<file path="config.mk">
export PLATFORM = sky130hd
export DESIGN_NAME = mips_decode
export DESIGN_NICKNAME = d
export VERILOG_FILES = /design/src/mips_ctrl_pkg.sv /design/src/mips_isa_pkg.sv /design/src/mips_decode.sv
export VERILOG_INCLUDE_DIRS = /design/src
export SDC_FILE = /design/constraint.sdc
export NUM_CORES = 1
export LEC_CHECK = 0
export BUFFER_PORTS_ARGS = -buffer_cell sky130_fd_sc_hd__clkbuf_2
export CAP_MARGIN = 10
export CORE_MARGIN = 5
export CORE_UTILIZATION = 40
export DETAILED_ROUTE_END_ITERATION = 8
export PLACE_DENSITY = 0.83
export SYNTH_ARGS = -nofsm -noshare
export SYNTH_HDL_FRONTEND = slang
export SYNTH_SLANG_ARGS = --single-unit
export TNS_END_PERCENT = 10
</file>
<file path="constraint.sdc">
create_clock -name i_clock -period 4.35 [get_ports i_clock]
set_input_delay 1.0875 -clock i_clock [delete_from_list [all_inputs] [get_ports i_clock]]
set_output_delay 1.0875 -clock i_clock [all_outputs]
set_load 0.05 [all_outputs]
</file>
<file path="src/mips_settings.svh">
`ifndef MIPS_SETTINGS_SVH
`define MIPS_SETTINGS_SVH

// --------------------
// Datapath widths
// --------------------
`define MIPS_NB_DATA        32          // Data and instruction word
`define MIPS_NB_REG_ADDR    5           // 32 registers

// --------------------
// Memory depths
// --------------------
// Instruction memory is byte addressed, 512 bytes
`define MIPS_NB_IMEM_ADDR   9
// Data memory is word addressed, 128 words
`define MIPS_NB_DMEM_ADDR   7

// --------------------
// Program end marker
// --------------------
`define MIPS_HALT_WORD      32'hFFFF_FFFF

`endif
</file>
<file path="src/mips_ctrl_pkg.sv">
`default_nettype none

package mips_ctrl_pkg;

    // --------------------
    // ALU operations
    // --------------------
    typedef enum logic [2:0] {
        ALU_ADD,
        ALU_SUB,
        ALU_AND,
        ALU_OR,
        ALU_XOR,
        ALU_NOR,
        ALU_SLT,                // Signed less than, result 0 or 1
        ALU_LUI                 // Immediate into upper half
    } alu_op_t;

    // --------------------
    // Decoded control bundle
    // --------------------
    // All zero is a bubble
    typedef struct packed {
        logic    reg_write;     // Writes rd or rt
        logic    mem_read;      // Load
        logic    mem_write;     // Store
        logic    alu_src_imm;   // Operand b from immediate
        logic    imm_zero_ext;  // Logical immediates
        logic    halt;          // End of program
        alu_op_t alu_op;
    } ctrl_t;

endpackage

`default_nettype wire

</file>
<file path="src/mips_isa_pkg.sv">
`default_nettype none

`include "mips_settings.svh"

package mips_isa_pkg;

    // --------------------
    // Basic word types
    // --------------------
    typedef logic [`MIPS_NB_DATA     - 1 : 0] word_t;      // Data or instruction word
    typedef logic [`MIPS_NB_REG_ADDR - 1 : 0] reg_addr_t;  // Register number

    // Primary opcodes, bits 31:26
    typedef enum logic [5:0] {
        OP_SPECIAL = 6'h00,     // Register type, see funct
        OP_ADDI    = 6'h08,
        OP_SLTI    = 6'h0A,
        OP_ANDI    = 6'h0C,
        OP_ORI     = 6'h0D,
        OP_XORI    = 6'h0E,
        OP_LUI     = 6'h0F,
        OP_LW      = 6'h23,     // Word load only
        OP_SW      = 6'h2B      // Word store only
    } opcode_t;

    // Function codes of OP_SPECIAL, bits 5:0
    typedef enum logic [5:0] {
        FN_ADD = 6'h20,         // Wraps, no trap
        FN_SUB = 6'h22,
        FN_AND = 6'h24,
        FN_OR  = 6'h25,
        FN_XOR = 6'h26,
        FN_NOR = 6'h27,
        FN_SLT = 6'h2A          // Signed compare
    } funct_t;

endpackage

`default_nettype wire

</file>
<file path="src/mips_decode.sv">
`timescale 1ns/10ps
`default_nettype none

`include "mips_settings.svh"

module mips_decode (
    output mips_isa_pkg::reg_addr_t  o_rs_addr,
    output mips_isa_pkg::reg_addr_t  o_rt_addr,
    output logic                     o_stall,
    output mips_ctrl_pkg::ctrl_t     o_ctrl,
    output mips_isa_pkg::word_t      o_op_a,
    output mips_isa_pkg::word_t      o_op_b,
    output mips_isa_pkg::word_t      o_imm,
    output mips_isa_pkg::reg_addr_t  o_rs,
    output mips_isa_pkg::reg_addr_t  o_rt,
    output mips_isa_pkg::reg_addr_t  o_rd,
    input  wire mips_isa_pkg::word_t i_instr,
    input  wire mips_isa_pkg::word_t i_rs_data,
    input  wire mips_isa_pkg::word_t i_rt_data,
    input  wire                      i_ex_mem_read,     // Load sits in ID/EX
    input  wire mips_isa_pkg::reg_addr_t i_ex_rd,
    input  wire                      i_rst,
    input  wire                      i_clock
);

    mips_isa_pkg::opcode_t   opcode;
    mips_isa_pkg::funct_t    funct;
    mips_isa_pkg::reg_addr_t dest;
    mips_ctrl_pkg::ctrl_t    ctrl;
    mips_isa_pkg::word_t     imm_ext;
    logic [15:0]             imm16;
    logic                    uses_rt;

    // --------------------
    // Field extraction
    // --------------------
    assign opcode    = mips_isa_pkg::opcode_t'(i_instr[31:26]);
    assign funct     = mips_isa_pkg::funct_t'(i_instr[5:0]);
    assign o_rs_addr = i_instr[25:21];
    assign o_rt_addr = i_instr[20:16];
    assign imm16     = i_instr[15:0];

    // Register type writes rd, immediates and loads write rt
    assign dest = (opcode == mips_isa_pkg::OP_SPECIAL) ? i_instr[15:11] : o_rt_addr;

    // --------------------
    // Control decode
    // --------------------
    always_comb begin
        ctrl = '0;                                  // Unknown codes become bubbles
        if (i_instr == `MIPS_HALT_WORD) begin
            ctrl.halt = 1'b1;
        end else begin
            ctrl.reg_write   = 1'b1;
            ctrl.alu_src_imm = 1'b1;
            case (opcode)
                mips_isa_pkg::OP_SPECIAL: begin
                    ctrl.alu_src_imm = 1'b0;
                    case (funct)
                        mips_isa_pkg::FN_ADD: ctrl.alu_op = mips_ctrl_pkg::ALU_ADD;
                        mips_isa_pkg::FN_SUB: ctrl.alu_op = mips_ctrl_pkg::ALU_SUB;
                        mips_isa_pkg::FN_AND: ctrl.alu_op = mips_ctrl_pkg::ALU_AND;
                        mips_isa_pkg::FN_OR:  ctrl.alu_op = mips_ctrl_pkg::ALU_OR;
                        mips_isa_pkg::FN_XOR: ctrl.alu_op = mips_ctrl_pkg::ALU_XOR;
                        mips_isa_pkg::FN_NOR: ctrl.alu_op = mips_ctrl_pkg::ALU_NOR;
                        mips_isa_pkg::FN_SLT: ctrl.alu_op = mips_ctrl_pkg::ALU_SLT;
                        default:              ctrl.reg_write = 1'b0;    // Also the zero word
                    endcase
                end
                mips_isa_pkg::OP_ADDI: ctrl.alu_op = mips_ctrl_pkg::ALU_ADD;
                mips_isa_pkg::OP_SLTI: ctrl.alu_op = mips_ctrl_pkg::ALU_SLT;
                mips_isa_pkg::OP_ANDI: begin
                    ctrl.imm_zero_ext = 1'b1;
                    ctrl.alu_op       = mips_ctrl_pkg::ALU_AND;
                end
                mips_isa_pkg::OP_ORI: begin
                    ctrl.imm_zero_ext = 1'b1;
                    ctrl.alu_op       = mips_ctrl_pkg::ALU_OR;
                end
                mips_isa_pkg::OP_XORI: begin
                    ctrl.imm_zero_ext = 1'b1;
                    ctrl.alu_op       = mips_ctrl_pkg::ALU_XOR;
                end
                mips_isa_pkg::OP_LUI: begin
                    ctrl.imm_zero_ext = 1'b1;
                    ctrl.alu_op       = mips_ctrl_pkg::ALU_LUI;
                end
                mips_isa_pkg::OP_LW:   ctrl.mem_read = 1'b1;    // Address is rs + imm
                mips_isa_pkg::OP_SW: begin
                    ctrl.reg_write = 1'b0;
                    ctrl.mem_write = 1'b1;
                end
                default: begin
                    ctrl.reg_write   = 1'b0;
                    ctrl.alu_src_imm = 1'b0;
                end
            endcase
        end
    end

    assign imm_ext = ctrl.imm_zero_ext ? {16'h0000, imm16} : {{16{imm16[15]}}, imm16};

    // --------------------
    // Load-use stall
    // --------------------
    assign uses_rt = !ctrl.alu_src_imm || ctrl.mem_write;     // Rt read by R type and store
    assign o_stall = i_ex_mem_read &&
                     ((i_ex_rd == o_rs_addr) || (uses_rt && (i_ex_rd == o_rt_addr)));

    // --------------------
    // ID/EX register
    // --------------------
    always_ff @(posedge i_clock) begin
        if (i_rst || o_stall)
            o_ctrl <= '0;                           // Bubble
        else
            o_ctrl <= ctrl;
        o_op_a <= i_rs_data;
        o_op_b <= i_rt_data;
        o_imm  <= imm_ext;
        o_rs   <= o_rs_addr;
        o_rt   <= o_rt_addr;
        o_rd   <= dest;
    end

    // Bubble clears the load flag, so a stall lasts one cycle
    a_stall_once : assert property (@(posedge i_clock) disable iff (i_rst)
        o_stall |=> !o_stall);

endmodule

`default_nettype wire

</file>
# [Word-level counts from Yosys, hierarchy flattened]
# Index checks and enable logic that the tools add are counted.
[word_totals] inputBits=104 output_inout_bits=131 word_cells=55 register_bits=105
[classes] n_eq_ne=18 reduce_logical=12 n_mux=11
[ops] cell="$eq A6 B6 Y1 const B" count=9
[ops] cell="$eq A6 B4 Y1 const B" count=6
[ops] cell="$pmux W3 S6" count=2
[ops] cell="$eq A32 B32 Y1 const B" count=1
[ops] cell="$reduce_or A7 Y1" count=2
[ops] cell="$eq A5 B5 Y1" count=2
[ops] cell="$reduce_or A8 Y1" count=1
[ops] cell="$logic_not A6 Y1" count=1
[ops] cell="$mux W1" count=6
[ops] cell="$mux W5" count=1
[ops] cell="$reduce_or A4 Y1" count=1
[ops] cell="$logic_or A1 B1 Y1" count=3
[ops] cell="$mux W3" count=1
[ops] cell="$logic_and A1 B1 Y1" count=2
[ops] cell="$pmux W1 S2" count=1
[ops] cell="$reduce_or A2 Y1" count=1
[ops] cell="$logic_not A1 Y1" count=1

# [Logic depth before layout (Yosys ltp)]
[depth] depth_word=11 ltp_mapped=7 mapped_depth_nobuf=5

# [Worst setup path before layout]
# No wires, ideal clock.
[synth_path] kind="input to output" start="input port i_instr[28]" end="output port o_stall" t_required_ns=3.263 path_stages=5 path_slack_ns=0.908 n_path_buf=0 arrival_ns=2.355 cell_sequence="nand2b_1 nor3b_2 o21bai_1 a22oi_1 nor2b_1"
[synth_between] elab_chain_len=9 word_cells_on_any_way=18 cone_classes="9 x eq/ne; 3 x mux; 6 x reduce/logical"
[synth_lines] element="start: declaration" line="mips_decode.sv:17" source="input wire mips_isa_pkg::word_t i_instr,"
[synth_lines] element="$eq A6 B6 Y1 or $eq A6 B4 Y1 (tied branches)" line="mips_decode.sv:56" source="case (opcode)"
[synth_lines] element="$reduce_or A8 Y1 (no source line)"
[synth_lines] element="$mux W1" line="mips_decode.sv:56"
[synth_lines] element="$mux W3 (*)" line="mips_decode.sv:51" source="if (i_instr == `MIPS_HALT_WORD) begin"
[synth_lines] element="$logic_not A1 Y1" line="mips_decode.sv:106" source="assign uses_rt = !ctrl.alu_src_imm || ctrl.mem_write;"
[synth_lines] element="$logic_or A1 B1 Y1 (*)" line="mips_decode.sv:106"
[synth_lines] element="$logic_and A1 B1 Y1 (*)" line="mips_decode.sv:108" source="((i_ex_rd == o_rs_addr) || (uses_rt && (i_ex_rd == o_rt_addr)));"
[synth_lines] element="$logic_or A1 B1 Y1 (*)" line="mips_decode.sv:108"
[synth_lines] element="$logic_and A1 B1 Y1 (*)" line="mips_decode.sv:107" source="assign o_stall = i_ex_mem_read &&"
[synth_lines] element="end: declaration" line="mips_decode.sv:9" source="output logic o_stall,"
# Mark *: on every way between the ends. The rest lies on a longest branch, timed or not.

# [Worst setup path in the final report]
# Ends and elaborated chain as after synthesis.

==> impl_metrics.toml <==
[global_routing]
grt_antenna_before_repair = 0
grt_max_degree = 20
grt_usage_pct = 18.0
grt_overflow_total = 0
grt_first_pass_wirelength_mm = 12.0
grt_pass1_vias = 2363

[yosys]
synthCells = 208
synth-seq-cells = 105
yosysTopAreaCell = "dfxtp_1"
synth_cell_types = 32
yosysSeqAreaShare_pct = 74.7
avgSynthCellArea_um2 = 13.5
netlist_top_cells_area = "dfxtp_1 75%, buf_4 6.7%, xor2_1 2.2%"
synth_commonest_cells = "105 x dfxtp_1, 25 x buf_4, 8 x nand4_1, 8 x nor2_1, 7 x xor2_1"
synth-edff-count = 0
netlist.area_leader.share_pct = 74.7
yosysMostFrequentCell = "dfxtp_1"
async_flop_share_pct = 0
yosysWarnings = 0
ys.flop_type = "dfxtp_1"
synth.net_count = 312
synth_area_um2 = 2810

[clock_tree]
cts_setup_buffers = 0
ctsResizeCount = 0
clk_path_buf_depth = 2
tritoncts = "built"
cts.reportedPaths.clkPinSlew_ps = 100
cts_buffers = 9
htreeDepth = 3
cts_sinks = 105
hold_buffers = 0
cts-root-buf = "clkbuf_8"

[timing]
rsz0062_at_grt = "no"
drv_slew = 0
relSlewSlack_pct = 72.0
final-setup-viol-count = 0
max_slew.worst_pin.slew_ps = 420
hold_ws_ps = 821
fin_tns_setup_ps = 0
timing.final.hold_violations = 0
final.min_clock_period_ps = 3390
max_freq_ghz = 0.295
period_share_pct = 78.0

[floorplan]
coreArea_um2 = 6830
die_area_um2 = 8810
start_util_pct = 41.2
die_y_um = 93.9
io-pin-count = 235
num_rows = 30
die_w_um = 93.9

[cells_and_area]
drive_above_1_share_pct = 59.6
antenna_cells = 0
final_nets = 530
syn_to_final_growth_pct = 46.4
final_core_util_pct = 60.3

[route]
first_pass_iters = 4
ant_nets = 0
wl_per_cell_um = 15.6
drtIter0Drc = 32
via_per_inst = 4.42
drc = 0
routed-via-count = 2328
routed_wl_mm = 8.24

[worst_setup_path]
crit_required_ps = 3260
cp-end-kind = "output port"
worstSetupStartpointType = "primary input"
cp.arrival_ps = 2300
critPathKind = "in -> out"
cp_max_fo = 6

[place]
dp_hpwl_mm = 7.07
globalplace.congestion = 0.879
portBuffers = 234

[power]
vdd_drop_max_mv = 0.273
p_leak_nw = 2.12
pwr_density_cell_nw_per_um2 = 494

[run_status]
status = "finished, final reports clean"

[hold_path]
min_path_type = "in -> reg"

[flow_run]
cap_violations = 0
## final timing paths
check	slack, ps	depth (start not counted)	to	from
max	960	7	o_stall	i_instr[28]
min	820	1	o_op_b[27]	i_rt_data[27]
## per-stage QoR
step,cell area (µm²),total power [mW],cells,setup WS [ps]
finish,4120,2.03,527,958
CTS,4120,2.06,527,952
global route,4120,2.12,527,815
floorplan,2810,1.32,208,908
detailed placement,3900,1.43,511,961
global placement,3900,1.42,511,1000
## cell families after synthesis
group / count (synthesis) / share of synthesized area, %
buf+inv: 29 / 7.51
flops: 105 / 74.7
compound gates: 11 / 2.71
xor+xnor: 11 / 3.42
mux: 5 / 2.00
simple gates: 47 / 9.65
## final cells by class
class                           instances  area [µm²]
Clock buffer                           10         138
Clock inverter                          6        80.1
Fill cell                             597        2710
Inverter                                2        7.51
Multi-Input combinational cell         74         500
Sequential cell                       105        2100
Tap cell                               96         120
Timing Repair Buffer                  234        1170
## state kept, by name (all words and copies together), names as in the netlist
name    flops
o_ctrl      9
o_imm      17
o_op_a     32
o_rd        5
o_rt        5
o_rs        5
o_op_b     32
## critical path, stage by stage
cell      delay [ps]
clkbuf_2         130
nand2b_1         160
nor3b_2          160
o21bai_1         240
a22oi_1          100
nor2b_1          130
clkbuf_2         290
## where the power goes
group          switching (mW)  internal [mW]  leakage (nW)
sequential             0.0140           1.01         0.883
clock                   0.337          0.296         0.109
combinational           0.290         0.0861          1.12
total                   0.641           1.39          2.12
## per-layer routing
layer  routed length [µm]  track usage (%)  vias to the layer above
met5                    0                0                        -
met4                  179             6.98                        0
met3                  784             6.17                       17
met2                 4460             33.0                      134
met1                 2810             18.6                     1065
li1                     -                -                     1112
## cell usage in the layout, fill, tap and decap left out, drive strengths merged
cell	n
nand2b	4
a32oi	1
nand4	8
o32ai	1
and2b	1
dfxtp	105
mux2	5
nand3	4
o21ai	1
nor2b	1
nor2	8
nor4	4
and2	1
inv	6
a211o	1
a311o	1
clkbuf	244
xnor2	4
o21bai	1
clkinvlp	1
a22oi	1
nand2	4
a21oi	4
bufinv	1
nand4b	2
nor3b	2
and3	1
or3	2
nor3	5
xor2	7
(Power assumes the default switching activity.)
