<file path="src/mips_settings.svh">
`ifndef MIPS_SETTINGS_SVH
`define MIPS_SETTINGS_SVH

// --------------------
// Datapath widths
// --------------------
`define MIPS_NB_DATA        32          // Data and instruction word
`define MIPS_NB_REG_ADDR    5           // 32 registers

// --------------------
// Memory depths
// --------------------
// Instruction memory is byte addressed, 512 bytes
`define MIPS_NB_IMEM_ADDR   9
// Data memory is word addressed, 128 words
`define MIPS_NB_DMEM_ADDR   7

// --------------------
// Program end marker
// --------------------
`define MIPS_HALT_WORD      32'hFFFF_FFFF

`endif
</file>
<file path="src/mips_ctrl_pkg.sv">
`default_nettype none

package mips_ctrl_pkg;

    // --------------------
    // ALU operations
    // --------------------
    typedef enum logic [2:0] {
        ALU_ADD,
        ALU_SUB,
        ALU_AND,
        ALU_OR,
        ALU_XOR,
        ALU_NOR,
        ALU_SLT,                // Signed less than, result 0 or 1
        ALU_LUI                 // Immediate into upper half
    } alu_op_t;

    // --------------------
    // Decoded control bundle
    // --------------------
    // All zero is a bubble
    typedef struct packed {
        logic    reg_write;     // Writes rd or rt
        logic    mem_read;      // Load
        logic    mem_write;     // Store
        logic    alu_src_imm;   // Operand b from immediate
        logic    imm_zero_ext;  // Logical immediates
        logic    halt;          // End of program
        alu_op_t alu_op;
    } ctrl_t;

endpackage

`default_nettype wire

</file>
<file path="src/mips_isa_pkg.sv">
`default_nettype none

`include "mips_settings.svh"

package mips_isa_pkg;

    // --------------------
    // Basic word types
    // --------------------
    typedef logic [`MIPS_NB_DATA     - 1 : 0] word_t;      // Data or instruction word
    typedef logic [`MIPS_NB_REG_ADDR - 1 : 0] reg_addr_t;  // Register number

    // Primary opcodes, bits 31:26
    typedef enum logic [5:0] {
        OP_SPECIAL = 6'h00,     // Register type, see funct
        OP_ADDI    = 6'h08,
        OP_SLTI    = 6'h0A,
        OP_ANDI    = 6'h0C,
        OP_ORI     = 6'h0D,
        OP_XORI    = 6'h0E,
        OP_LUI     = 6'h0F,
        OP_LW      = 6'h23,     // Word load only
        OP_SW      = 6'h2B      // Word store only
    } opcode_t;

    // Function codes of OP_SPECIAL, bits 5:0
    typedef enum logic [5:0] {
        FN_ADD = 6'h20,         // Wraps, no trap
        FN_SUB = 6'h22,
        FN_AND = 6'h24,
        FN_OR  = 6'h25,
        FN_XOR = 6'h26,
        FN_NOR = 6'h27,
        FN_SLT = 6'h2A          // Signed compare
    } funct_t;

endpackage

`default_nettype wire

</file>
<file path="src/mips_execute.sv">
`timescale 1ns/10ps
`default_nettype none

module mips_execute (
    output mips_ctrl_pkg::ctrl_t     o_ctrl,
    output mips_isa_pkg::word_t      o_alu,
    output mips_isa_pkg::word_t      o_store,           // Forwarded rt for stores
    output mips_isa_pkg::reg_addr_t  o_rd,
    input  wire mips_ctrl_pkg::ctrl_t i_ctrl,
    input  wire mips_isa_pkg::word_t i_op_a,
    input  wire mips_isa_pkg::word_t i_op_b,
    input  wire mips_isa_pkg::word_t i_imm,
    input  wire mips_isa_pkg::reg_addr_t i_rs,
    input  wire mips_isa_pkg::reg_addr_t i_rt,
    input  wire mips_isa_pkg::reg_addr_t i_rd,
    input  wire                      i_wb_en,           // MEM/WB write port
    input  wire mips_isa_pkg::reg_addr_t i_wb_rd,
    input  wire mips_isa_pkg::word_t i_wb_data,
    input  wire                      i_rst,
    input  wire                      i_clock
);

    mips_isa_pkg::word_t fwd_a;
    mips_isa_pkg::word_t fwd_b;
    mips_isa_pkg::word_t alu_b;
    mips_isa_pkg::word_t alu_res;

    // EX/MEM first, then MEM/WB, then the value read in decode
    function automatic mips_isa_pkg::word_t forward(
        input mips_isa_pkg::reg_addr_t src,
        input mips_isa_pkg::word_t     id_val
    );
        if (o_ctrl.reg_write && (o_rd != '0) && (o_rd == src))
            return o_alu;
        else if (i_wb_en && (i_wb_rd != '0) && (i_wb_rd == src))
            return i_wb_data;
        else
            return id_val;
    endfunction

    // --------------------
    // Forwarding and ALU
    // --------------------
    always_comb begin
        fwd_a   = forward(i_rs, i_op_a);
        fwd_b   = forward(i_rt, i_op_b);
        alu_b   = i_ctrl.alu_src_imm ? i_imm : fwd_b;
        alu_res = '0;
        case (i_ctrl.alu_op)
            mips_ctrl_pkg::ALU_ADD: alu_res = fwd_a + alu_b;     // Wraps
            mips_ctrl_pkg::ALU_SUB: alu_res = fwd_a - alu_b;
            mips_ctrl_pkg::ALU_AND: alu_res = fwd_a & alu_b;
            mips_ctrl_pkg::ALU_OR:  alu_res = fwd_a | alu_b;
            mips_ctrl_pkg::ALU_XOR: alu_res = fwd_a ^ alu_b;
            mips_ctrl_pkg::ALU_NOR: alu_res = ~(fwd_a | alu_b);
            mips_ctrl_pkg::ALU_SLT: alu_res[0] = $signed(fwd_a) < $signed(alu_b);
            mips_ctrl_pkg::ALU_LUI: alu_res = {alu_b[15:0], 16'h0000};
            default:                alu_res = '0;
        endcase
    end

    // --------------------
    // EX/MEM register
    // --------------------
    always_ff @(posedge i_clock) begin
        if (i_rst)
            o_ctrl <= '0;
        else
            o_ctrl <= i_ctrl;
        o_alu   <= alu_res;
        o_store <= fwd_b;
        o_rd    <= i_rd;
    end

endmodule

`default_nettype wire

</file>
<file path="config.mk">
export PLATFORM = sky130hd
export DESIGN_NAME = mips_execute
export DESIGN_NICKNAME = d
export VERILOG_FILES = /design/src/mips_ctrl_pkg.sv /design/src/mips_isa_pkg.sv /design/src/mips_execute.sv
export VERILOG_INCLUDE_DIRS = /design/src
export SDC_FILE = /design/constraint.sdc
export NUM_CORES = 1
export LEC_CHECK = 0
export BUFFER_PORTS_ARGS = -buffer_cell sky130_fd_sc_hd__buf_2
export CAP_MARGIN = 20
export CELL_PAD_IN_SITES_DETAIL_PLACEMENT = 1
export CELL_PAD_IN_SITES_GLOBAL_PLACEMENT = 1
export CORE_MARGIN = 2
export CORE_UTILIZATION = 42
export CTS_BUF_LIST = sky130_fd_sc_hd__clkbuf_8 sky130_fd_sc_hd__clkbuf_16
export CTS_CLUSTER_DIAMETER = 120
export DETAILED_ROUTE_END_ITERATION = 7
export GPL_TIMING_DRIVEN = 0
export PLACE_DENSITY_LB_ADDON = 0.1
export SETUP_SLACK_MARGIN = 0.1
export SYNTH_ARGS = -nofsm -noshare
export SYNTH_HDL_FRONTEND = slang
export SYNTH_SLANG_ARGS = --single-unit
</file>
<file path="constraint.sdc">
create_clock -name i_clock -period 14.6 [get_ports i_clock]
set_input_delay 2.19 -clock i_clock [delete_from_list [all_inputs] [get_ports i_clock]]
set_output_delay 2.19 -clock i_clock [all_outputs]
set_load 0.005 [all_outputs]
</file>
== Yosys cells after proc, flatten, opt, wreduce, memory -nomap -nowiden ==
Cells that the tools add are included.
Operators by class
  $mul: 0
  reductions and logical operators: 9
  multiplexer cells: 7
  add/subtract/negate cells: 2
  magnitude comparators: 1
  eq/ne operators: 11
  divide/modulo/power cells: 0
  shift-type cells: 0
  bitwise logic cells: 4
Operator list (number)
  31-bit one-hot mux with 7 select lines: 1
  32-bit two-way mux: 5
  32-bit adder: 1
  32-bit bitwise AND: 1
  32-bit less-than comparator: 1
  32-bit NOT: 1
  32-bit OR: 1
  32-bit subtractor: 1
  32-bit XOR: 1
  5-bit equality test: 4
  3-bit equality test, second input constant: 4
  5-bit nonzero test: 2
  1-bit one-hot mux with 8 select lines: 1
  3-bit by 2-bit equality test with 1-bit output, second input constant: 2
  1-bit logical AND: 6
  3-bit by 1-bit equality test with 1-bit output, second input constant: 1
  3-bit logical NOT: 1
Word-level totals
  output and inout bits: 78
  bits in registers: 78
  latch bits: 0
  input port bits: 160
  ROM bits: 0
  memory bits (writable): 0
  memories kept: 0

== Longest topological paths before layout ==
Gate-level depths: netlist of the first run.
  depth after elaboration: 9
  depth in mapped cells: 20

== Least setup slack after synthesis of the first run ==
OpenSTA, ideal clock, no wires.
  path type: input port to flip-flop
  start: in i_rs[4]
  end: reg o_alu[31]
  required time: 14.476 ns
  cell stages on the path: 16
  arrival time: 6.550 ns
  setup slack: 7.926 ns
  path through: xnor2_1 -> nand3_1 -> nor4_1 -> clkbuf_1 -> mux2i_1 -> o21ai_0 -> ha_1 -> buf_6 -> or3_4 -> or4_4 -> or3_4 -> a21oi_2 -> nor3_2 -> nor4_4 -> o31ai_1 -> a2111o_1
Between the ends
  word-level cells in the longest chain between the ends: 7
  elaborated cells between the ends (all ways): 13
RTL lines
  from (decl): RTL line mips_execute.sv:13  | input wire mips_isa_pkg::reg_addr_t i_rs,
  5-bit equality test: RTL line mips_execute.sv:35  | else if (i_wb_en && (i_wb_rd != '0) && (i_wb_rd == src))
  1-bit logical AND: RTL line mips_execute.sv:35
  32-bit two-way mux: RTL line mips_execute.sv:35
  32-bit two-way mux (*): RTL line mips_execute.sv:33  | if (o_ctrl.reg_write && (o_rd != '0) && (o_rd == src))
  parallel branches: the longest is 2 deep, another holds 32-bit subtractor
  31-bit one-hot mux with 7 select lines (*): RTL line mips_execute.sv:49  | case (i_ctrl.alu_op)
  net alu_res[31]: RTL line mips_execute.sv:26  | mips_isa_pkg::word_t alu_res;
  to (signal assigned): RTL line mips_execute.sv:70  | o_alu <= alu_res;
  to (decl): RTL line mips_execute.sv:6  | output mips_isa_pkg::word_t o_alu,
Mark *: on every way through the listed nets, which the timed path passes.
A chain may end at the register's enable or synchronous reset.

== Final worst setup path of the first run ==
  start: in i_rt[2]
  end: reg o_alu[22]
Between the ends
  word-level cells in the longest chain between the ends: 8
  elaborated cells between the ends (all ways): 14
RTL lines
  from (decl): RTL line mips_execute.sv:14  | input wire mips_isa_pkg::reg_addr_t i_rt,
  5-bit equality test: RTL line mips_execute.sv:35
  1-bit logical AND: RTL line mips_execute.sv:35
  32-bit two-way mux: RTL line mips_execute.sv:35
  32-bit two-way mux (*): RTL line mips_execute.sv:33
  32-bit two-way mux (*): RTL line mips_execute.sv:47  | alu_b = i_ctrl.alu_src_imm ? i_imm : fwd_b;
  parallel branches: the longest is 2 deep, another holds 32-bit subtractor
  31-bit one-hot mux with 7 select lines (*): RTL line mips_execute.sv:49
  net alu_res[22]: RTL line mips_execute.sv:26
Marks and branches as above.

==> out/results.ini, run 1 <==
[outcome]
status=completed

[clock_tree]
clock-root-buffer=clkbuf_16
path_clk_slew_ns=0.07
cts_tree=built
cts_num_sinks=78
postCtsHoldBufs=0
insertion_delay_ns=0.35
htreeDepth=3
clk_path_buf_depth=2
cts_resized=0
cts_made_buffers=9
post_cts_buffers=0

[worst_setup_path]
max_stage_delay_ns=0.94
path_cells=buf_2 > xnor2_1 > nand3_1 > nor4_2 > buf_2 > buf_2 > mux2i_1 > nor2_1 > a21oi_1 > o21ai_0 > ha_1 > buf_2 > nand4_1 > a21o_1 > o21bai_1 > a211oi_1 > o41ai_1 > o21ai_0 > xnor2_1 > o21ai_0
cpLargestDelayFamily=compound AO/OA/AOI/OAI gates
critPathBufInv=4
critPathMaxFanout=10
r2r_slack_ns=7.40
start_kind=input port
worstSetupPathType=input port to flop
cpMostUsedCell=buf_2
cp-end-kind=flop
critPathLaunch=i_rt[2]
worstReg2RegStart=o_rd[3]
crit_arrival_ns=9.02
required_ns=14.78
slowest_stage=o41ai_1

[logic_synthesis]
yosysTopAreaCell=dfxtp_1
yosysUniqueCellTypes=78
syn-cell-area_mm2=0.009194
synth_top_family_by_area=compound AO/OA/AOI/OAI gates
synth_nets=1514
synth_simple_gate_area_frac=0.1707
async_flop_share=0
synth_top_area_share=0.1698
synth_compound_area_frac=0.2855
syn_avg_cell_area_um2=7.379
syn_inst=1246
ys_warn_count=0
synth_area_leaders=dfxtp_1 17%, ha_1 14%, mux2i_1 9.6%
synthXorXnorAreaFrac=0.03715
ys_seq_elements=78
synth.mux.area_fraction=0.1130
yosysSeqAreaShare=0.1698
synthAdderAreaFrac=0.1486
synth_top_flop_cell=dfxtp_1
synth-edff-count=0

[die]
row_count=54
num_io_pins=238
die_h_um=152.0
die_x_um=152.0
start_util=0.4252
die_area_mm2=0.02309
core_mm2=0.02162

[pwr]
power.density_mw_per_mm2=84.83
vdd_drop_max_mv=0.07128
leakage_uw=0.004914

[flow_run]
maxCapViolations=0

[routing]
routed_wl_mm=47.46
drt_iter0_markers=915
ant_nets=0
drcViolationCount=0
viasPerCell=6.234
firstDrtPassIters=8
vias=11120
wire_per_inst_um=26.62

[global_routing]
grt_overflow=0
grt_pass1_wl_mm=70.37
antenna_found_initial=4
grt_pass1_vias=11030
grt_max_degree=15
grt_use_total=0.3968

[place]
routabilityCongestion=0.9763
dp_cells=1763
numPortBuffers=235
dp_hpwl_mm=38.64
dp_worst_setup_slack_ns=5.759

[sta]
setup_viol=0
fin_hold_ws_ns=0.5250
max-slew-margin-rel=0.2357
setup_ws_ns=5.760
fmax_mhz=113.1
timing.final.crit_period_ns=8.840
final_max_slew_viol_count=0
post-route-period-util=0.6055
worst_slew_pin_slew_ns=1.146
rsz0062_at_grt=false
fin_worst_skew_ns=0.01468
tns_ns=0
hold_viol=0

[worst_hold_path]
min_path_type=flop to flop
hold_start=o_alu[20]

[layout]
synthToLayoutAreaGrowth_pct=20.28
fin_cells=1783
nets=1763
drive_gt1_frac=0.1947
fin_util=0.5115

-- where the power goes --
| group | internal (µW) | leakage (µW) | total, µW | switching, µW |
|---|---|---|---|---|
| sequential | 237 | 0.000656 | 255 | 17.9 |
| combinational | 162 | 0.00412 | 449 | 288 |
| clock | 133 | 0.000140 | 234 | 101 |
-- stage by stage --
| step | total power (µW) | instance area [µm²] |
|---|---|---|
| 5_1_grt | 980.9 | 11060 |
| 6_report | 938.0 | 11060 |
| 3_3_place_gp | 681.5 | 10720 |
| 2_1_floorplan | 516.4 | 9194 |
| 3_5_place_dp | 691.0 | 10740 |
| 4_1_cts | 924.8 | 11040 |
-- routing by layer --
metal | track usage | part of all wire | vias up
met5 | 0 | 0.00027 | -
met2 | 0.6221 | 0.44 | 588
met4 | 0.1638 | 0.041 | 2
met3 | 0.06475 | 0.088 | 91
li1 | - | - | 4961
met1 | 0.5421 | 0.43 | 5473
-- cell usage in the layout (no fill, tap or decap), types with 17 or more instances in the layout --
master and count:
nor2b_1 25, nor3_1 24, mux2i_1 88, clkbuf_1 64, inv_1 99, dfxtp_1 78, nor2_1 65, a21oi_1 71
ha_1 106, o211ai_1 17, xnor2_1 26, o21ai_0 150, buf_2 241, nand2_1 133
-- tightest hold or removal path, delay by kind of cell (launching register included) --
kind,cells,cell delay (ns)
AOI/OAI and AO/OA,1,0.09
and+or+nand+nor,1,0.05
DFF,1,0.32
-- final cells by class --
type	instances	area, µm²
sequential	78	1562
tap	280	350.3
antenna	3	7.507
multi-input combinational	989	6947
fill	2900	10560
clock buffer	9	225.2
timing repair buffer	238	1201
inverter	99	371.6
buffer	80	320.3
clock inverter	7	73.82
-- sequential cells by signal, indices dropped and copies added, names as in the netlist --
signal	count
o_ctrl	9
o_alu	32
o_store	32
o_rd	5
-- path summary, 6_finish.rpt --
| check | to | cells after the start |
|---|---|---|
| setup / recovery | o_alu[22] | 20 |
| hold / removal | o_store[20] | 2 |
| setup reg to reg | o_alu[22] | 17 |
| hold reg to reg | o_store[20] | 2 |
-- Yosys cell counts (all sizes together), types with 6 or more instances --
cell,number
nand2,133
a211oi,12
nor2,65
a31oi,14
a21oi,72
nor4,11
and3,9
xnor2,26
a21o,15
inv,98
ha,106
nor3,25
xor2,13
o221ai,9
o22ai,13
o211ai,17
mux2i,88
dfxtp,78
nand4,9
o21bai,10
o21ai,152
nand3,16
a211o,7
clkbuf,64
a21boi,11
nor2b,25
mux2,12
nand2b,16
buf,16
o31ai,10
o21a,14
or3,6
-- cell families (layout without fill, tap and decap cells) --
group,Yosys count,in the layout
xor+xnor,39,39
other cells,0,3
flops,78,78
compound gates,412,412
fa+ha+maj,108,108
simple gates,329,329
mux,101,101
buf+inv,179,433
Power figures use the tool's default switching activity.
==> run 2, diff against run 1 <==
--- a/config.mk
+++ b/config.mk
@@ -6,12 +6,13 @@
 export SDC_FILE = /design/constraint.sdc
 export NUM_CORES = 1
 export LEC_CHECK = 0
+export ABC_AREA = 1
 export BUFFER_PORTS_ARGS = -buffer_cell sky130_fd_sc_hd__buf_2
 export CAP_MARGIN = 20
 export CELL_PAD_IN_SITES_DETAIL_PLACEMENT = 1
 export CELL_PAD_IN_SITES_GLOBAL_PLACEMENT = 1
 export CORE_MARGIN = 2
-export CORE_UTILIZATION = 42
+export CORE_UTILIZATION = 38
 export CTS_BUF_LIST = sky130_fd_sc_hd__clkbuf_8 sky130_fd_sc_hd__clkbuf_16
 export CTS_CLUSTER_DIAMETER = 120
 export DETAILED_ROUTE_END_ITERATION = 7
==> constraint.sdc (replaced) <==
create_clock -name i_clock -period 8.6 [get_ports i_clock]
set_input_delay 1.29 -clock i_clock [delete_from_list [all_inputs] [get_ports i_clock]]
set_output_delay 1.29 -clock i_clock [all_outputs]
set_load 0.005 [all_outputs]
==> run 2 against run 1 <==
Synthesized cell count up 55%. Clock power rose by 79%. Flip-flop and latch count unchanged. Power rose by 86%. Highest routed layer is now met4.
==> out/results.ini, run 2 <==
[layout]
final_cell_mix=609 x nand2_1, 351 x inv_1, 272 x buf_2, 153 x nand3_1, 136 x nor2_1
nets=2445  ; +39%
synthToLayoutAreaGrowth_pct=17.76
fill_cells=4143  ; +43%
drive_gt1_frac=0.1902  ; -0.004474
final_common_cell=nand2_1
antennaDiodeCount=0  ; -3
top_regs=o_alu x32, o_store x32, o_ctrl x9

[logic_synthesis]
yosysUniqueCellTypes=48  ; -38%
yosysMostFrequentCell=nand2_1
synth-edff-count=0  ; unchanged
syn_inst=1930  ; +55%
syn-cell-area_mm2=0.01111  ; +21%
synth_nets=2198  ; +45%
ys_warn_count=0  ; unchanged
yosysSeqAreaShare=0.1405  ; -0.02935
synth_top_area_share=0.2057  ; +0.03583
async_flop_share=0  ; unchanged
synth_top_flop_cell=dfxtp_1
synth_area_leaders=nand2_1 21%, dfxtp_1 14%, ha_1 12%
ys_seq_elements=78  ; unchanged
synth_common_cells=609 x nand2_1, 351 x inv_1, 153 x nand3_1
yosysTopAreaCell=nand2_1
syn_avg_cell_area_um2=5.759  ; -22%

[routing]
drt_iter0_markers=1086  ; +19%
m1WireLength_mm=25.54  ; +26%
firstDrtPassIters=6  ; -2
ant_nets=0  ; unchanged
wl_met3_mm=3.984  ; -4.8%
drcViolationCount=0  ; unchanged
vias=13830  ; +24%
viasPerCell=5.390  ; -14%
wl_met2_mm=26.14  ; +24%
routed_wl_mm=57.65  ; +21%
top_layer=met4
wire_per_inst_um=22.47  ; -16%

[outcome]
status=completed

[worst_setup_path]
critPathLaunch=i_wb_rd[0]
cpMostUsedCell=nand2_1
critPathMaxFanout=10  ; unchanged
r2r-end=o_alu[16]
r2r_slack_ns=4.26  ; -3.14 ns
start_kind=input port
required_ns=8.84  ; -5.94 ns
worstSetupPathType=input port to flop
crit_arrival_ns=5.21  ; -3.81 ns
cpLargestDelayFamily=simple AND/OR/NAND/NOR gates
slowest_stage=fa_1
max_stage_delay_ns=0.47  ; -0.47 ns
reg2regPathDepth=20  ; +3
worstReg2RegStart=o_rd[1]
cp-end-kind=flop
critPathBufInv=6  ; +2

[global_routing]
grt_use_total=0.3714  ; -0.02546
antenna_found_initial=0  ; -4
grt_pass1_vias=13760  ; +25%
grt_pass1_wl_mm=84.61  ; +20%
grt_overflow=0  ; unchanged
grt_max_degree=17  ; +2

[worst_hold_path]
min_to=o_store[11]
hold_start=o_alu[11]
min_path_cells=2  ; unchanged
min_path_type=flop to flop

[pwr]
power_frac_comb=0.507  ; +0.028
clkPwrFrac=0.240  ; -0.010
power_switching_uw=836.9  ; +110%
p_sw_frac=0.4798  ; +0.04643
power.density_mw_per_mm2=133.3  ; +57%
total_power_uw=1744  ; +86%
vdd_drop_max_mv=0.1007  ; +41%
leakage_uw=0.007511  ; +53%
seqPwrFrac=0.253  ; -0.018
intPower_uw=907.4  ; +71%

[clock_tree]
clk_path_buf_depth=2  ; unchanged
cts_resized=0  ; unchanged
cts_tree=built
cts_made_buffers=9  ; unchanged
post_cts_buffers=0  ; unchanged
cts_num_sinks=78  ; unchanged
path_clk_slew_ns=0.07  ; about the same
htreeDepth=3  ; unchanged
postCtsHoldBufs=0  ; unchanged
clock-root-buffer=clkbuf_16
insertion_delay_ns=0.37  ; +0.02 ns

[die]
die_x_um=175.0  ; +15%
core_mm2=0.02878  ; +33%
die_h_um=175.0  ; +15%
start_util=0.3862  ; -0.03905
num_io_pins=238  ; unchanged
die_area_mm2=0.03063  ; +33%
row_count=62  ; +15%

[sta]
setup_viol=0  ; unchanged
timing.final.crit_period_ns=4.966
hold_viol=0  ; unchanged
setup_ws_ns=3.634  ; -2.127 ns
fmax_mhz=201.4
fin_worst_skew_ns=0.008520  ; -0.006156 ns
worst_slew_pin_slew_ns=0.9236  ; -0.2229 ns
final_max_slew_viol_count=0  ; unchanged
post-route-period-util=0.5775
rsz0062_at_grt=false
tns_ns=0  ; unchanged
max-slew-margin-rel=0.3843  ; +0.1486

[place]
numPortBuffers=236  ; +0.43%
dp_worst_setup_slack_ns=3.360  ; -2.399 ns
dp_hpwl_mm=49.97  ; +29%
routabilityCongestion=0.9456  ; -3.1%

[flow_run]
maxCapViolations=0  ; unchanged

[run 2: changes by cell type after synthesis, sizes merged, moves of 14 or more]
| cell | previous run | this run |
|---|---|---|
| a221oi | 2 | 21 |
| a31oi | 14 | 0 |
| nand2 | 133 | 609 |
| xnor2 | 26 | 7 |
| nand3 | 16 | 155 |
| buf | 16 | 52 |
| or2 | 2 | 16 |
| nor2b | 25 | 0 |
| clkbuf | 64 | 17 |
| nand4 | 9 | 37 |
| nor2 | 65 | 142 |
| nand2b | 16 | 0 |
| mux2i | 88 | 0 |
| inv | 98 | 359 |
[run 2: power groups by stage]
stage | sequential, µW | clock, µW | combinational [µW]
after floorplan | 441 | 0 | 516
after global placement | 448 | 0 | 837
after detailed placement | 449 | 0 | 858
after CTS | 441 | 423 | 864
after global routing | 446 | 437 | 967
final | 442 | 418 | 884
[run 2: logic make-up after synthesis]
family,synth area share
AND/OR/NAND/NOR,0.3806
adder cells (fa/ha/maj),0.1229
buffers and inverters,0.1585
flip-flops,0.1405
XOR/XNOR,0.01497
AO/OA/AOI/OAI,0.1825
[run 2: area by class of cell]
type / instances / area [µm²] / share of cell area
timing repair buffer: 236 / 1181 / 0.09024
clock buffer: 9 / 225.2 / 0.01721
multi-input combinational: 1423 / 7791 / 0.5953
sequential: 78 / 1562 / 0.1193
clock inverter: 7 / 87.58 / 0.006692
inverter: 360 / 1351 / 0.1032
buffer: 69 / 410.4 / 0.03135
tap: 384 / 480.5 / 0.03671
[run 2: per-stage QoR]
stage	hold slack, ns	utilization	cells	cell area (µm²)
floorplan	0.4813	-	1930	11110
global placement	0.4864	0.4439	2550	12780
detailed placement	0.5080	0.4439	2550	12780
CTS	0.5210	0.4548	2566	13090
global route	0.5422	0.4548	2566	13090
finish	0.5243	0.4548	2566	13090
[run 2: worst max path at each step]
stage	to	slack, ns	depth (start not counted)
2_1_floorplan	o_alu[16]	4.61	20
3_3_place_gp	o_alu[16]	3.40	21
3_5_place_dp	o_alu[16]	3.36	25
4_1_cts	o_alu[16]	3.72	25
5_1_grt	o_alu[16]	3.37	25
6_report	o_alu[16]	3.63	25
[run 2: routing by layer]
layer  vias to the layer above  global-route usage
li1                       6622                   -
met1                      6538              0.4925
met2                       579              0.6143
met3                        91             0.05483
met4                         0              0.1271
met5                         -                   0
[run 2: worst register-to-register path: cells and delay by family, from the launching register on]
family | cells | cell delay, ns
and+or+nand+nor | 11 | 1.90
adders and majority gates | 2 | 0.76
buffers and inverters | 4 | 0.72
DFF | 1 | 0.46
xor gates and xnor gates | 1 | 0.13
AOI/OAI and AO/OA | 2 | 0.26
==> run 3, diff against run 2 <==
--- a/config.mk
+++ b/config.mk
@@ -6,13 +6,13 @@
 export SDC_FILE = /design/constraint.sdc
 export NUM_CORES = 1
 export LEC_CHECK = 0
-export ABC_AREA = 1
+export ABC_AREA = 0
 export BUFFER_PORTS_ARGS = -buffer_cell sky130_fd_sc_hd__buf_2
 export CAP_MARGIN = 20
 export CELL_PAD_IN_SITES_DETAIL_PLACEMENT = 1
 export CELL_PAD_IN_SITES_GLOBAL_PLACEMENT = 1
 export CORE_MARGIN = 2
-export CORE_UTILIZATION = 38
+export CORE_UTILIZATION = 39
 export CTS_BUF_LIST = sky130_fd_sc_hd__clkbuf_8 sky130_fd_sc_hd__clkbuf_16
 export CTS_CLUSTER_DIAMETER = 120
 export DETAILED_ROUTE_END_ITERATION = 7
==> constraint.sdc (replaced) <==
create_clock -name i_clock -period 5 [get_ports i_clock]
set_input_delay 0.75 -clock i_clock [delete_from_list [all_inputs] [get_ports i_clock]]
set_output_delay 0.75 -clock i_clock [all_outputs]
set_load 0.005 [all_outputs]
==> run 3 against run 2 <==
The flow now finishes with violations (setup timing). Non-clock buffer count up 48. Hold slack worse by 0.043 ns. Clock skew up 0.0078 ns. Utilization up 8.0 points. Clock power up 76%. Register-to-register slack worse by 4.3 ns. Routed wire length down 14%. Power up 73%. Count of clock-buffer cells in the layout unchanged. First-iteration DRC count down 14%. Largest cell class unchanged.
==> out/results.ini, run 3 (synthesized netlist as in run 1, its figures left out) <==
[routing]
drt_iter0_markers=929  ; -14%
vias=11380  ; -18%
drcViolationCount=0  ; unchanged
viasPerCell=6.138  ; +14%
ant_nets=0  ; unchanged
wire_per_inst_um=26.89  ; +20%
routed_wl_mm=49.85  ; -14%
firstDrtPassIters=5  ; -1

[sta]
rsz0062_at_grt=true
hold_viol=0  ; unchanged
fin_worst_skew_ns=0.01628  ; +0.007760 ns
fmax_mhz=196.7
worst_slew_pin_slew_ns=1.156  ; +0.2325 ns
fin_hold_ws_ns=0.4814  ; -0.04292 ns
timing.final.crit_period_ns=5.085
max-slew-margin-rel=0.2265  ; -0.1578
final_max_slew_viol_count=0  ; unchanged
post-route-period-util=1.017
setup_ws_ns=-0.08485  ; -3.719 ns
setup_viol=7  ; +7

[worst_setup_path]
max_stage_delay_ns=0.54  ; +0.07 ns
start_kind=input port
crit_arrival_ns=5.33  ; +0.12 ns
r2r_slack_ns=-0.05  ; -4.31 ns
path_cells=buf_8 > or4_4 > o21ai_4 > nor4_4 > buf_6 > buf_12 > mux2i_2 > o21ai_2 > mux2_4 > ha_4 > buf_6 > or3_4 > or4_4 > buf_4 > o311ai_4 > o2111a_2 > o41ai_4 > o21ba_4 > a2111oi_4 > o21ai_1
required_ns=5.25  ; -3.59 ns
slowest_stage=or4_4
critPathLaunch=i_wb_rd[4]
crit_end=o_alu[30]
worstReg2RegStart=o_rd[1]
r2r-end=o_alu[30]
critPathMaxFanout=4  ; -6
reg2regPathDepth=19  ; -5.0%
cp-end-kind=flop
worstSetupPathType=input port to flop

[global_routing]
antenna_found_initial=0  ; unchanged
grt_pass1_vias=11430  ; -17%
grt_max_degree=17  ; unchanged
grt_use_total=0.3901  ; +0.01877
grt_overflow=0  ; unchanged
grt_pass1_wl_mm=72.02  ; -15%

[die]
start_util=0.3940  ; +0.007853
num_io_pins=238  ; unchanged
row_count=56  ; -9.7%
core_mm2=0.02333  ; -19%
die_h_um=157.5  ; -10%
die_x_um=157.5  ; -10%
die_area_mm2=0.02482  ; -19%

[layout]
nets=1798  ; -26%
final_common_cell=buf_2
antennaDiodeCount=0  ; unchanged
top_regs=o_alu x32, o_store x32, o_ctrl x9
synthToLayoutAreaGrowth_pct=35.63
multi_input_area_mm2=0.007820  ; +0.37%
drive_gt1_frac=0.3134  ; +0.1232
stdcell_area_mm2=0.01247  ; -4.7%
seqCellArea_mm2=0.001562  ; unchanged
final_cell_mix=235 x buf_2, 132 x nand2_1, 104 x o21ai_0, 94 x inv_1, 91 x ha_1
fill_cells=2930  ; -29%

[pwr]
total_power_uw=3019  ; +73%
vdd_drop_max_mv=0.1719  ; +71%
leakage_uw=0.005409  ; -28%
power_switching_uw=1324  ; +58%
power.density_mw_per_mm2=242.1  ; +82%
intPower_uw=1695  ; +87%
p_sw_frac=0.4387  ; -0.04107
seqPwrFrac=0.246  ; -0.007
clkPwrFrac=0.243  ; +0.003
power_frac_comb=0.511  ; +0.004

[clock_tree]
path_clk_slew_ns=0.08  ; about the same
cts_tree=built
insertion_delay_ns=0.37  ; about the same
postCtsHoldBufs=0  ; unchanged
cts_num_sinks=78  ; unchanged
clock-root-buffer=clkbuf_16
htreeDepth=3  ; unchanged
cts_made_buffers=9  ; unchanged
clk_path_buf_depth=2  ; unchanged

[worst_hold_path]
min_path_type=input port to flop

[place]
numPortBuffers=235  ; -0.42%
routabilityCongestion=0.9705  ; +2.6%
placed_area_mm2=0.01084  ; -15%
dp_worst_setup_slack_ns=-2.487  ; -5.847 ns
dp_hpwl_mm=37.86  ; -24%

[flow_run]
maxCapViolations=0  ; unchanged

[outcome]
status=finished, violations left
violations=setup timing

==> run 3: cell count changes in the layout (fill, tap and decap cells not counted), moves of 22 or more <==
cell,before,now
clkbuf_1,13,37
nand4_1,37,9
inv_1,351,94
buf_4,1,38
nor2_1,136,64
o211ai_2,22,0
buf_2,272,235
nor2b_1,0,22
nand3_1,153,15
o21ai_0,57,104
mux2i_1,0,76
nand2_1,609,132
==> run 3: cell type report <==
class,count,share of cell area
timing repair buffer,279,0.1261
inverter,99,0.02980
clock buffer,9,0.01806
buffer,74,0.03482
multi-input combinational,989,0.6271
clock inverter,7,0.006823
tap,319,0.03201
sequential,78,0.1252
==> run 3: per-layer routing <==
layer	share of wire	vias to the layer above	routed length (µm)	GRT usage
met1	0.42	5633	20970	0.5038
met2	0.45	586	22340	0.6292
met5	0	-	0	0
li1	-	5029	-	-
met3	0.086	132	4286	0.07902
met4	0.045	0	2258	0.1688
==> run 3: worst max-delay path: cells and delay by family <==
| kind | cells | cell delay (ns) |
|---|---|---|
| muxes | 2 | 0.50 |
| AOI/OAI and AO/OA | 8 | 1.72 |
| buffers and inverters | 5 | 0.66 |
| adders and majority gates | 1 | 0.23 |
| and+or+nand+nor | 4 | 1.43 |
==> run 3: repair_timing <==
item,CTS,global route
buffers inserted,29,20
gates cloned,1,0
resized for setup,180,94
pin swaps,33,39
endpoints found under the setup margin,29,25
==> run 3: power groups by stage <==
stage          Sequential, µW  Combinational (µW)  Clock (µW)
2_1_floorplan             749                 767           0
3_3_place_gp              752                1240           0
3_5_place_dp              754                1260           0
4_1_cts                   741                1400         733
5_1_grt                   749                1630         764
6_report                  743                1540         735
==> run 3: how the worst min path moves through the flow <==
stage                   start          end  slack (ns)  depth (start not counted)
global placement    o_alu[23]  o_store[23]        0.50                          2
finish                i_rd[0]      o_rd[0]        0.48                          1
detailed placement   o_alu[0]   o_store[0]        0.51                          2
global route          i_rd[0]      o_rd[0]        0.48                          1
floorplan           o_alu[10]  o_store[10]        0.49                          2
CTS                   i_rd[0]      o_rd[0]        0.48                          1
==> run 3: through the flow <==
stage	instances	utilization	setup TNS, ns
floorplan	1246	-	0
global placement	1800	0.4643	-47.71
detailed placement	1800	0.4646	-46.20
CTS	1837	0.5139	-0.2963
global route	1854	0.5344	-1.524
finish	1854	0.5344	-0.3812
